**config.mk**
```make
export PLATFORM = sky130hd
export DESIGN_NAME = save_tracker
export DESIGN_NICKNAME = d
export VERILOG_FILES = /design/src/source/backup_pkg.sv /design/src/source/save_tracker.sv
export VERILOG_INCLUDE_DIRS = /design/src /design/src/source
export SDC_FILE = /design/constraint.sdc
export NUM_CORES = 1
export LEC_CHECK = 0
export BUFFER_PORTS_ARGS = -buffer_cell sky130_fd_sc_hd__buf_2
export CAP_MARGIN = 15
export CORE_AREA = 2 2 39 41
export CTS_CLUSTER_SIZE = 10
export DETAILED_ROUTE_END_ITERATION = 6
export DIE_AREA = 0 0 41 43
export HOLD_SLACK_MARGIN = 0.06
export MAX_ROUTING_LAYER = met4
export SLEW_MARGIN = 20
export SYNTH_ARGS = -nofsm -noshare
export SYNTH_HDL_FRONTEND = slang
export SYNTH_SLANG_ARGS = --single-unit
```
**constraint.sdc**
```tcl
create_clock -name clk_sys -period 0.8 [get_ports clk_sys]
set_input_delay 0.16 -clock clk_sys [delete_from_list [all_inputs] [get_ports clk_sys]]
set_output_delay 0.16 -clock clk_sys [all_outputs]
set_load 0.01 [all_outputs]
```
**src/source/backup_params.svh**
```systemverilog
// Image geometry and format header for the backup RAM save path
// Image size is fixed at BK_SECTORS x BK_SECTOR_WORDS 16-bit words
`ifndef BACKUP_PARAMS_SVH
`define BACKUP_PARAMS_SVH

////////////////////////////////////////
// Image geometry
////////////////////////////////////////

`define BK_SECTORS        4    // Sectors per save image
`define BK_SECTOR_WORDS   256  // 16-bit words per sector

////////////////////////////////////////
// Format header
////////////////////////////////////////

// Header words written by a format, low byte first on the console side
`define BK_DEFAULT_WORDS  4
`define BK_DEFAULT_0      16'h5548  // "HU"
`define BK_DEFAULT_1      16'h4D42  // "BM"
`define BK_DEFAULT_2      16'h8800
`define BK_DEFAULT_3      16'h8010

`endif

```
**src/source/backup_pkg.sv**
```systemverilog
// Shared types of the backup RAM save path
// Sector index width follows BK_SECTORS from the params header
`include "backup_params.svh"

package backup_pkg;

	// Console side
	typedef logic [7:0]  byte_t;
	typedef logic [10:0] byte_addr_t;  // 2 KB of bytes

	// SD host side
	typedef logic [15:0] word_t;
	typedef logic [$clog2(`BK_SECTOR_WORDS)-1:0] buff_addr_t;
	typedef logic [$clog2(`BK_SECTORS)-1:0]      sector_t;

	////////////////////////////////////////
	// Transfer sequencer
	////////////////////////////////////////

	typedef enum logic [1:0] {
		IDLE,          // Waiting for a request
		REQUEST,       // sd_rd or sd_wr raised, waiting for sd_ack
		WAIT_ACK_END   // Host moving the sector
	} seq_state_t;

endpackage

```
**src/source/save_tracker.sv**
```systemverilog
// Save image mount state, pending changes flag and autosave trigger
// A writable image must be mounted during each cartridge download
module save_tracker import backup_pkg::*; (
	input  logic clk_sys,
	input  logic reset,
	input  logic downloading,
	input  logic img_mounted,
	input  logic img_readonly,
	input  logic bram_wr,
	input  logic osd_open,
	input  logic autosave_en,
	input  logic busy,
	output logic mounted,
	output logic download_done,
	output logic autosave_req,
	output logic pending
);

	logic downloading_d;

	assign download_done = downloading_d & ~downloading;
	assign autosave_req  = pending & osd_open & autosave_en;   // Save when the menu opens

	always_ff @(posedge clk_sys) begin
		if (reset) begin
			downloading_d <= 1'b0;
			mounted       <= 1'b0;
			pending       <= 1'b0;
		end else begin
			downloading_d <= downloading;

			if (downloading && !downloading_d) mounted <= 1'b0;     // New cartridge
			if (downloading && img_mounted && !img_readonly) mounted <= 1'b1;

			if (mounted && bram_wr && !osd_open) pending <= 1'b1;
			else if (busy) pending <= 1'b0;
		end
	end

endmodule

```
=== Yosys cells after proc, flatten, opt, wreduce, memory -nomap -nowiden ===
Cells that the tools add are included.

* Register bits after elaboration: 3
* Input bits: 9
* Output and inout port bits: 4

* Mux-type cells: 4
* Bitwise logic cells: 4
* Reductions and logical operators: 10

{| class="wikitable"
|+ Operators by type and width
! kind !! number
|-
| $logic_and 1x1->1 || 5
|-
| $mux 1 || 4
|-
| $reduce_bool 2->1 || 2
|-
| $and 1x1->1 || 3
|-
| $logic_not 1->1 || 3
|-
| $not 1->1 || 1
|}

=== Logic depth before layout (Yosys ltp) ===
* Word-level depth: 4
* Depth in mapped cells: 2
* Gate-level depth less buffers: 2

=== Worst setup path before layout ===
Ideal clock, no wire load.

* Kind: register to output
* Start point: register pending
* End point: output port autosave_req
* Data arrival time: 574 ps
* Required time: 640 ps
* Setup slack: 66 ps
* Cell stages (with the launch flop): 2
* Cell sequence: dfxtp_1 and3_1

* Cells in the longest elaborated chain, start to end: 2

{| class="wikitable"
|+ Ends and longest elaborated chain
! element !! RTL line !! text
|-
| start: declaration || save_tracker.sv:16 || <nowiki>output logic pending</nowiki>
|-
| start signal: assignment || save_tracker.sv:28 || <nowiki>pending <= 1'b0;</nowiki>
|-
| start signal: assignment || save_tracker.sv:35 || <nowiki>if (mounted && bram_wr && !osd_open) pending <= 1'b1;</nowiki>
|-
| start signal: assignment || save_tracker.sv:36 || <nowiki>else if (busy) pending <= 1'b0;</nowiki>
|-
| $and 1x1->1 (2 in series) || save_tracker.sv:22 || <nowiki>assign autosave_req = pending & osd_open & autosave_en;</nowiki>
|-
| end: declaration || save_tracker.sv:15 || <nowiki>output logic autosave_req,</nowiki>
|}

Every way passes these cells.

=== Worst setup path after layout ===
* Start point: register downloading_d
* End point: output port download_done

* Cells in the longest elaborated chain, start to end: 1

{| class="wikitable"
|+ Ends and longest elaborated chain
! element !! RTL line !! text
|-
| start: declaration || save_tracker.sv:19 || <nowiki>logic downloading_d;</nowiki>
|-
| start signal: assignment || save_tracker.sv:30 || <nowiki>downloading_d <= downloading;</nowiki>
|-
| $and 1x1->1 || save_tracker.sv:21 || <nowiki>assign download_done = downloading_d & ~downloading;</nowiki>
|-
| end: declaration || save_tracker.sv:14 || <nowiki>output logic download_done,</nowiki>
|}

Every way passes these cells.

==> qor.yml <==
grt_pass1_wl_um: 476
skew_ns: 0.00261
r2r_start: "downloading_d$_SDFF_PP0_"
hold_buffers: 0
rows: 14
hold_viol: 0
ctsLongestPathBuffers: 2
synth_cells: 13
first_pass_iters: 3
syn2layout_area_growth_pct: 106
antenna_found_initial: 0
vias: 155
antenna_cells: 0
utilization: 0.202
cap_violations: 0
worstSkewPairLatency_ns: 0.23
drc: 0
place_area_um2: 215
numPortBuffers: 12
die_h_um: 43
grt_usage: 0.0462
start_util: 0.0976
cts_inserted_buffers: 3
crit_chain: "and2b_2 > buf_6"
fin_crit_ns: 0.999
finalSetupTns_ns: -0.421
yosysSeqAreaShare: 0.444
synth_seq_cells: 3
yosysWarnings: 0
crit_slowest_cell: "dfxtp_2"
critPathMaxStageDelay_ns: 0.30
max-vdd-ir-drop_mv: 0.835
slew_headroom: 0.887
wl_per_cell_um: 7.34
ctsRootBufferMaster: "clkbuf_4"
syn_avg_cell_area_um2: 10.4
ant_nets: 0
io_pins: 13
clkTransAtPathRegs_ns: 0.04
rsz0062_at_grt: "yes"
drive_gt1_frac: 0.742
die-area_um2: 1760
core_area_um2: 1380
startpoint: "downloading_d$_SDFF_PP0_"
fin_ws_ns: -0.199
syn_area_um2: 135
viasPerCell: 3.30
period_share: 1.25
start_kind: "flop"
report.final.slew_viol_count: 0
hold_ws_ns: 0.130
pre_cts_ws_ns: 0.0356
grt_overflow: 0
leakagePower_nw: 0.133
place.gp.congestion: 0.534
synth_cell_types: 10
fin_area_um2: 279
hold_path.class: "in -> reg"
violations: "setup timing"
crit_type: "reg -> out"
fmax_ghz: 1.00
postRouteWirelength_um: 345
nNetsFinal: 41
htreeDepth: 1
first_global_vias: 136
worstHoldStart: "img_readonly"
fp.dieW_um: 41
cp.arrival_ns: 0.84
status: "complete, but fails checks"
worst_pin_slew_ns: 0.169
grt_max_degree: 5
crit_required_ns: 0.64
n_fill_cell: 155
clock_sinks: 3
cts_tree: "yes"
synth.net_count: 22
setup_viol: 4
powerDensity_nw_per_um2: 1760
crit_fanout: 2
first_iter_violations: 4
crit_path_end_kind: "output pin"
[placed cells by master, fill, tap and decap left out, types with 2 or more instances in the layout]
cell type,count
dfxtp_2,3
buf_2,9
buf_4,2
clkbuf_4,3
nand2b_1,2
buf_6,3
[per-stage QoR]
step,power [mW],cells
global route,0.521,47
floorplan,0.180,13
detailed placement,0.209,41
finish,0.492,47
CTS,0.502,47
global placement,0.209,41
[cell families after synthesis]
kind of cell / count (synthesis) / synth area share
DFF: 3 / 0.444
AOI/OAI and AO/OA: 2 / 0.157
and+or+nand+nor: 8 / 0.398
[sequential cells by signal (all words and copies together), names as in the netlist]
register and cells:
downloading_d 1, mounted 1, pending 1
[power breakdown]
part           switching, mW  internal (mW)
Sequential           0.00301          0.157
Combinational         0.0213         0.0395
Clock                 0.0839          0.187
Total                  0.108          0.384
[per-layer routing]
metal | share of wire | GRT usage | vias up
met4 | 0 | 0.0200 | 0
met5 | 0 | - | -
li1 | - | - | 82
met2 | 0.38 | 0.0500 | 12
met3 | 0.15 | 0.0628 | 0
met1 | 0.47 | 0.0449 | 61
[layout make-up]
cell class	instances	area, um2	area share
clock buffer	4	26.3	0.0942
tap	16	20.0	0.0717
sequential	3	63.8	0.229
timing repair buffer	14	93.8	0.336
multi-input combinational	10	75.1	0.269
[what timing repair did]
action | 4_1_cts | 5_1_grt
endpoints found under the setup margin | 4 | 4
resized for setup | 6 | 0
endpoints found under the hold margin | 0 | 0
setup buffers | 2 | 0
[synth_stat cells]
cell	n	area, um2
a21oi_1	1	5.00
nor2b_1	1	6.26
and3_1	1	6.26
nand2b_1	2	12.5
dfxtp_1	3	60.1
nor2b_2	1	8.76
nand2_1	1	3.75
nand3b_1	1	7.51
o32ai_2	1	16.3
and2b_2	1	8.76
[worst max-delay path, delay by kind of cell, from the launching register on]
family,cells,cell delay [ns]
and+or+nand+nor,1,0.18
buffers and inverters,1,0.11
DFF,1,0.30
[path summary, 6_finish.rpt]
kind | endpoint | slack [ns] | cells past startpoint
setup / recovery | download_done | -0.20 | 2
hold / removal | mounted$_SDFFE_PP0P_ | 0.13 | 2
setup reg to reg | mounted$_SDFFE_PP0P_ | 0.08 | 3
hold reg to reg | pending$_SDFFE_PP0P_ | 0.48 | 2
Power figures use the tool's default switching activity.
