[src/source/backup_params.svh]
// Image geometry and format header for the backup RAM save path
// Image size is fixed at BK_SECTORS x BK_SECTOR_WORDS 16-bit words
`ifndef BACKUP_PARAMS_SVH
`define BACKUP_PARAMS_SVH

////////////////////////////////////////
// Image geometry
////////////////////////////////////////

`define BK_SECTORS        4    // Sectors per save image
`define BK_SECTOR_WORDS   256  // 16-bit words per sector

////////////////////////////////////////
// Format header
////////////////////////////////////////

// Header words written by a format, low byte first on the console side
`define BK_DEFAULT_WORDS  4
`define BK_DEFAULT_0      16'h5548  // "HU"
`define BK_DEFAULT_1      16'h4D42  // "BM"
`define BK_DEFAULT_2      16'h8800
`define BK_DEFAULT_3      16'h8010

`endif

[src/source/backup_pkg.sv]
// Shared types of the backup RAM save path
// Sector index width follows BK_SECTORS from the params header
`include "backup_params.svh"

package backup_pkg;

	// Console side
	typedef logic [7:0]  byte_t;
	typedef logic [10:0] byte_addr_t;  // 2 KB of bytes

	// SD host side
	typedef logic [15:0] word_t;
	typedef logic [$clog2(`BK_SECTOR_WORDS)-1:0] buff_addr_t;
	typedef logic [$clog2(`BK_SECTORS)-1:0]      sector_t;

	////////////////////////////////////////
	// Transfer sequencer
	////////////////////////////////////////

	typedef enum logic [1:0] {
		IDLE,          // Waiting for a request
		REQUEST,       // sd_rd or sd_wr raised, waiting for sd_ack
		WAIT_ACK_END   // Host moving the sector
	} seq_state_t;

endpackage

[src/source/transfer_sequencer.sv]
// Steps a load or save through all sectors of the image, one request per sector
// Requests are edge triggered and ignored while busy or with no image mounted
module transfer_sequencer import backup_pkg::*; (
	input  logic clk_sys,
	input  logic reset,
	input  logic load_req,
	input  logic save_req,
	input  logic autosave_req,
	input  logic download_done,
	input  logic mounted,
	input  logic sd_ack,
	input  logic last,
	output logic sd_rd,
	output logic sd_wr,
	output logic busy,
	output logic loading,
	output logic clear,
	output logic advance
);

	seq_state_t state;

	logic load_d, save_d, autosave_d, done_d, ack_d;
	logic start_load, start_save, start, finish;
	logic ack_rise, ack_fall;

	assign ack_rise   = sd_ack & ~ack_d;
	assign ack_fall   = ~sd_ack & ack_d;
	assign start_load = (load_req & ~load_d) | (download_done & ~done_d);
	assign start_save = (save_req & ~save_d) | (autosave_req & ~autosave_d);
	assign start      = (state == IDLE) & mounted & (start_load | start_save);
	assign finish     = (state == WAIT_ACK_END) & ack_fall & last;

	// Counter goes back to sector 0 at both ends of a transfer
	assign clear   = start | finish;
	assign advance = (state == WAIT_ACK_END) & ack_fall & ~last;

	always_ff @(posedge clk_sys) begin
		if (reset) begin
			state      <= IDLE;
			sd_rd      <= 1'b0;
			sd_wr      <= 1'b0;
			busy       <= 1'b0;
			loading    <= 1'b0;
			load_d     <= 1'b0;
			save_d     <= 1'b0;
			autosave_d <= 1'b0;
			done_d     <= 1'b0;
			ack_d      <= 1'b0;
		end else begin
			load_d     <= load_req;
			save_d     <= save_req;
			autosave_d <= autosave_req;
			done_d     <= download_done;
			ack_d      <= sd_ack;

			case (state)
				IDLE: begin
					if (start) begin
						state   <= REQUEST;
						busy    <= 1'b1;
						loading <= start_load;   // Load wins over save
						sd_rd   <= start_load;
						sd_wr   <= ~start_load;
					end
				end
				REQUEST: begin
					if (ack_rise) begin
						sd_rd <= 1'b0;
						sd_wr <= 1'b0;
						state <= WAIT_ACK_END;
					end
				end
				WAIT_ACK_END: begin
					if (finish) begin
						state   <= IDLE;
						busy    <= 1'b0;
						loading <= 1'b0;
					end else if (ack_fall) begin
						state <= REQUEST;   // Next sector
						sd_rd <= loading;
						sd_wr <= ~loading;
					end
				end
				default: state <= IDLE;
			endcase
		end
	end

endmodule

[config.mk]
export PLATFORM = sky130hd
export DESIGN_NAME = transfer_sequencer
export DESIGN_NICKNAME = d
export VERILOG_FILES = /design/src/source/backup_pkg.sv /design/src/source/transfer_sequencer.sv
export VERILOG_INCLUDE_DIRS = /design/src /design/src/source
export SDC_FILE = /design/constraint.sdc
export NUM_CORES = 1
export LEC_CHECK = 0
export ABC_AREA = 0
export BUFFER_PORTS_ARGS = -buffer_cell sky130_fd_sc_hd__buf_2
export CELL_PAD_IN_SITES_DETAIL_PLACEMENT = 0
export CELL_PAD_IN_SITES_GLOBAL_PLACEMENT = 1
export CORE_MARGIN = 5
export CORE_UTILIZATION = 39
export CTS_CLUSTER_DIAMETER = 40
export CTS_CLUSTER_SIZE = 16
export DETAILED_ROUTE_END_ITERATION = 8
export PLACE_DENSITY_LB_ADDON = 0.1
export SYNTH_ARGS = -nofsm -noshare
export SYNTH_HDL_FRONTEND = slang
export SYNTH_SLANG_ARGS = --single-unit
export TNS_END_PERCENT = 30
[constraint.sdc]
create_clock -name clk_sys -period 2.1 [get_ports clk_sys]
set_input_delay 0.105 -clock clk_sys [delete_from_list [all_inputs] [get_ports clk_sys]]
set_output_delay 0.105 -clock clk_sys [all_outputs]
set_load 0.01 [all_outputs]
---- Yosys cells after proc, flatten, opt, wreduce, memory -nomap -nowiden ----
Cells that the tools add are included.
storage, ports and cells
  bits in registers ....................... 11
  logic and storage cells ................. 66
cells by class
  eq/ne operators ......................... 8
  mux-type cells .......................... 18
  bitwise logic cells ..................... 24
  reductions and logical operators ........ 6
operator list
  kind                number
  $and 1x1->1         11
  $ne 2x2->1 const B  5
  $mux 1              9
  $not 1->1           9
  $mux 2              4
  $pmux 1 s3          2
  $pmux 2 s3          1
  $reduce_and 3->1    2
  $reduce_and 5->1    1
  $or 1x1->1          4
  $pmux 1 s2          2
  $ne 3x3->1 const B  1
  $reduce_bool 3->1   1
  $eq 2x1->1 const B  1
  $eq 2x2->1 const B  1
  $logic_not 2->1     1
  $reduce_bool 2->1   1

---- Logic depth before layout (Yosys ltp) ----
  depth in word-level cells ............... 7
  depth in mapped cells ................... 7

---- Least setup slack after synthesis ----
No wires, ideal clock.
  path kind ............................... register to register
  start point ............................. register state[0]
  end point ............................... register sd_rd
  library setup time ...................... 0.123 ns
  arrival ................................. 1.745 ns
  required time ........................... 1.977 ns
  path slack .............................. 0.232 ns
  cell stages (with the launch flop) ...... 7
  path buffers ............................ 1
  clock period less this slack ............ 1.868 ns
  cell sequence ........................... dfxtp_1 -> inv_1 -> ha_1 -> buf_6 -> or3b_4 -> a221oi_2 -> mux2_1
between the ends
  word-level cells in the longest chain between the ends .. 5
  elaborated cells between the ends (all ways) .. 14
  classes of those cells .................. eq/ne (6); mux (1); bitwise (4); reduce/logical (3)
RTL lines
  item                                           RTL line                                                                      RTL
  start, declared                                transfer_sequencer.sv:21                                                      seq_state_t state;
  start signal, assigned                         transfer_sequencer.sv:40                                                      state <= IDLE;
  start signal, assigned                         transfer_sequencer.sv:60                                                      state <= REQUEST;
  start signal, assigned                         transfer_sequencer.sv:71                                                      state <= WAIT_ACK_END;
  $eq 2x2->1 or $logic_not 2->1 (tied branches)  transfer_sequencer.sv:32, transfer_sequencer.sv:57, transfer_sequencer.sv:31
  $and 1x1->1 (on tied branches) (2 in series)   transfer_sequencer.sv:32, transfer_sequencer.sv:31
  $ne 2x2->1 (no source line)                    -
  $reduce_and 5->1 (no source line)              -
  end signal, assigned                           transfer_sequencer.sv:63                                                      sd_rd <= start_load;
  end signal, assigned                           transfer_sequencer.sv:81                                                      sd_rd <= loading;
  end, declared                                  transfer_sequencer.sv:13                                                      output logic sd_rd,
Several ways; a longest one is shown, not always the timed one.
A chain may end at the register's enable or synchronous reset.

---- Worst setup path in the final report ----
  start point ............................. register state[0]
  end point ............................... register sd_wr
between the ends
  word-level cells in the longest chain between the ends .. 5
  elaborated cells between the ends (all ways) .. 14
  classes of those cells .................. eq/ne (6); mux (1); bitwise (4); reduce/logical (3)
RTL lines
  item                                           RTL line                                                                      RTL
  $eq 2x2->1 or $logic_not 2->1 (tied branches)  transfer_sequencer.sv:32, transfer_sequencer.sv:57, transfer_sequencer.sv:31
  $and 1x1->1 (on tied branches) (2 in series)   transfer_sequencer.sv:32, transfer_sequencer.sv:31
  $ne 2x2->1 (no source line)                    -
  $reduce_and 5->1 (no source line)              -
  end signal, assigned                           transfer_sequencer.sv:64                                                      sd_wr <= ~start_load;
  end signal, assigned                           transfer_sequencer.sv:82                                                      sd_wr <= ~loading;
  end, declared                                  transfer_sequencer.sv:14                                                      output logic sd_wr,
Several ways; a longest one is shown, not always the timed one.

==> impl_metrics.env <==
export IMPL_status="complete, no violations"
export IMPL_dieArea_um2=2700
export IMPL_total_power_uw=858.0
export IMPL_nets=96
export IMPL_clkLatencyLatePin_ns=0.27
export IMPL_fp_dieH_um=51.97
export IMPL_ys_ff_latch=11
export IMPL_netlist_area_um2=686.9
export IMPL_worst_pin_slew_ns=0.4134
export IMPL_dp_hpwl_um=942
export IMPL_p_seq_share_pct=34.7
export IMPL_rsz0062_at_grt="no"
export IMPL_cts_setup_buffers=0
export IMPL_place_congestion=0.7071
export IMPL_switching_share_pct=36.03
export IMPL_synthMostInstantiatedCell="dfxtp_1"
export IMPL_grt_pass1_wl_um=2021
export IMPL_top_register="state"
export IMPL_cp_end_kind="flip-flop"
export IMPL_setup_ws_ns=0.1261
export IMPL_layout_area_overhead_vs_synth_pct=15.85
export IMPL_antenna_found_initial=0
export IMPL_portBuffers=14
export IMPL_ant_nets=0
export IMPL_synth_top_area_share_pct=32.06
export IMPL_grt_overflow=0
export IMPL_dr_pass1_iters=3
export IMPL_numCtsBuffers=3
export IMPL_setup_viol=0
export IMPL_fin_crit_sh_pct=94.00
export IMPL_grt_pass1_vias=463
export IMPL_p_comb_share_pct=48.4
export IMPL_hold_path_depth=2
export IMPL_cts_sinks=11
export IMPL_crit_arrival_ns=2.13
export IMPL_place_ws_ns=0.1262
export IMPL_p_leak_nw=0.3711
export IMPL_period_needed_ns=1.974
export IMPL_synth_cells_most_frequent="dfxtp_1 (11), ha_1 (5), nand2b_1 (5), nor2b_1 (5)"
export IMPL_drive_gt1_share_pct=37.04
export IMPL_pin_count=15
export IMPL_reg2reg_slack_ns=0.13
export IMPL_synthFlopType="dfxtp_1"
export IMPL_yosysSeqAreaShare_pct=32.06
export IMPL_die_x_um=51.97
export IMPL_wl_per_cell_um=11.27
export IMPL_clock_fmax_mhz=506.6
export IMPL_clkPwrFrac_pct=16.9
export IMPL_holdBufCountCts=0
export IMPL_hold_class="in -> reg"
export IMPL_synth_top_area_cell="dfxtp_1"
export IMPL_coreArea_um2=1708
export IMPL_min_from="save_req"
export IMPL_peakVddDrop_mv=0.7363
export IMPL_critical_path_class="reg -> reg"
export IMPL_whs_endpoint="save_d$_SDFF_PP0_"
export IMPL_start_kind="flip-flop"
export IMPL_wl_um=1195
export IMPL_power_density_nw_per_um2=1078
export IMPL_netlist_instances=65
export IMPL_maxCapViolations=0
export IMPL_internal_power_uw=548.9
export IMPL_gr_usage_all_layers_pct=10.56
export IMPL_initial_core_util_pct=40.22
export IMPL_vias=476
export IMPL_async_flop_share_pct=0
export IMPL_slew_headroom_pct=72.34
export IMPL_hold_viol=0
export IMPL_post_synth_cell_area_avg_um2=10.57
export IMPL_reg2regPathDepth=5
export IMPL_yosysWarnings=0
export IMPL_synth_edf_count=0
export IMPL_reg2reg_from="state[0]$_SDFFE_PP0P_"
export IMPL_crit_start="state[0]$_SDFFE_PP0P_"
export IMPL_setup_tns_ns=0
export IMPL_clockBufferDepth=2
export IMPL_viasPerCell=4.491
export IMPL_ctsResizeCount=0
export IMPL_drt_initial_drc_count=10
export IMPL_rows=15
export IMPL_path_clk_slew_ns=0.07
export IMPL_p_sw_uw=309.1
export IMPL_syn_num_nets=79
export IMPL_grt_max_degree=17
export IMPL_r2r_end="sd_wr$_SDFFE_PP0P_"
export IMPL_n_antenna_cell=0
export IMPL_drc=0
export IMPL_crit_fanout=9
export IMPL_crit_required_ns=2.26
export IMPL_largest_reg_flops=2
export IMPL_synth_area_top_cells="dfxtp_1 (32%), ha_1 (9.1%), nand2b_1 (4.6%), nor2b_1 (4.6%), mux2i_1 (4.4%)"
export IMPL_slew_violations=0
export IMPL_skew_ns=0.002367
export IMPL_clock_root_buffer="clkbuf_4"
export IMPL_synth_cell_types=33
export IMPL_htreeDepth=1
export IMPL_tritoncts="done"
-- power by group through the flow --
stage	combinational [mW]	clock, mW	sequential, mW
3_5_place_dp	0.419	0	0.302
3_3_place_gp	0.422	0	0.302
5_1_grt	0.461	0.168	0.306
2_1_floorplan	0.321	0	0.312
6_report	0.415	0.145	0.298
4_1_cts	0.422	0.156	0.298
-- through the flow --
stage	cell area [µm²]	util, %	instances	hold WS [ns]
3_3_place_gp	769.5	45.05	102	0.3308
4_1_cts	795.8	46.59	106	0.05181
3_5_place_dp	769.5	45.05	102	0.3359
2_1_floorplan	686.9	-	65	0.2332
5_1_grt	795.8	46.59	106	0.05748
6_report	795.8	46.59	106	0.06114
-- critical path, cell delays in order, from the launching register on --
cell and delay, ns:
dfxtp_1 0.38, inv_1 0.09, ha_1 0.30, or3b_4 0.44, a221oi_2 0.30, mux2_1 0.36
-- worst max path at each step --
| stage | end | slack, ns | depth (start not counted) |
|---|---|---|---|
| CTS | sd_wr$_SDFFE_PP0P_ | 0.11 | 5 |
| finish | sd_wr$_SDFFE_PP0P_ | 0.13 | 5 |
| global placement | sd_rd$_SDFFE_PP0P_ | 0.19 | 5 |
| floorplan | sd_rd$_SDFFE_PP0P_ | 0.23 | 6 |
| detailed placement | sd_rd$_SDFFE_PP0P_ | 0.13 | 5 |
| global route | sd_wr$_SDFFE_PP0P_ | 0.01 | 5 |
-- cells by family after synthesis --
group / share of synthesized area, %
simple gates: 28.42
compound gates: 16.21
flops: 32.06
mux: 9.835
buf+inv: 4.372
fa+ha+maj: 9.107
-- area by class of cell --
cell class                      count  area [µm²]
Inverter                            3       11.26
Timing Repair Buffer               14       70.07
Tap cell                           25       31.28
Sequential cell                    11       220.2
Multi-Input combinational cell     49       436.7
Clock buffer                        4       26.28
Fill cell                         176       912.1
-- layer usage --
metal	vias up	track usage (%)	wire length, µm
met5	-	0	0
met4	0	2.620	9
met3	2	6.304	81
met2	13	15.90	491
met1	204	12.63	612
li1	257	-	-
-- cells in the final DEF (no fill, tap or decap), types with 2 or more instances in the layout --
master,count
mux2i_1,3
ha_1,5
o21bai_1,2
inv_1,3
dfxtp_1,11
a21oi_1,3
mux2_1,2
nor2b_4,2
clkbuf_4,3
nand2b_1,5
buf_2,14
nor2b_2,2
nor2b_1,5
Note: power is estimated with default switching activity, not from simulation.
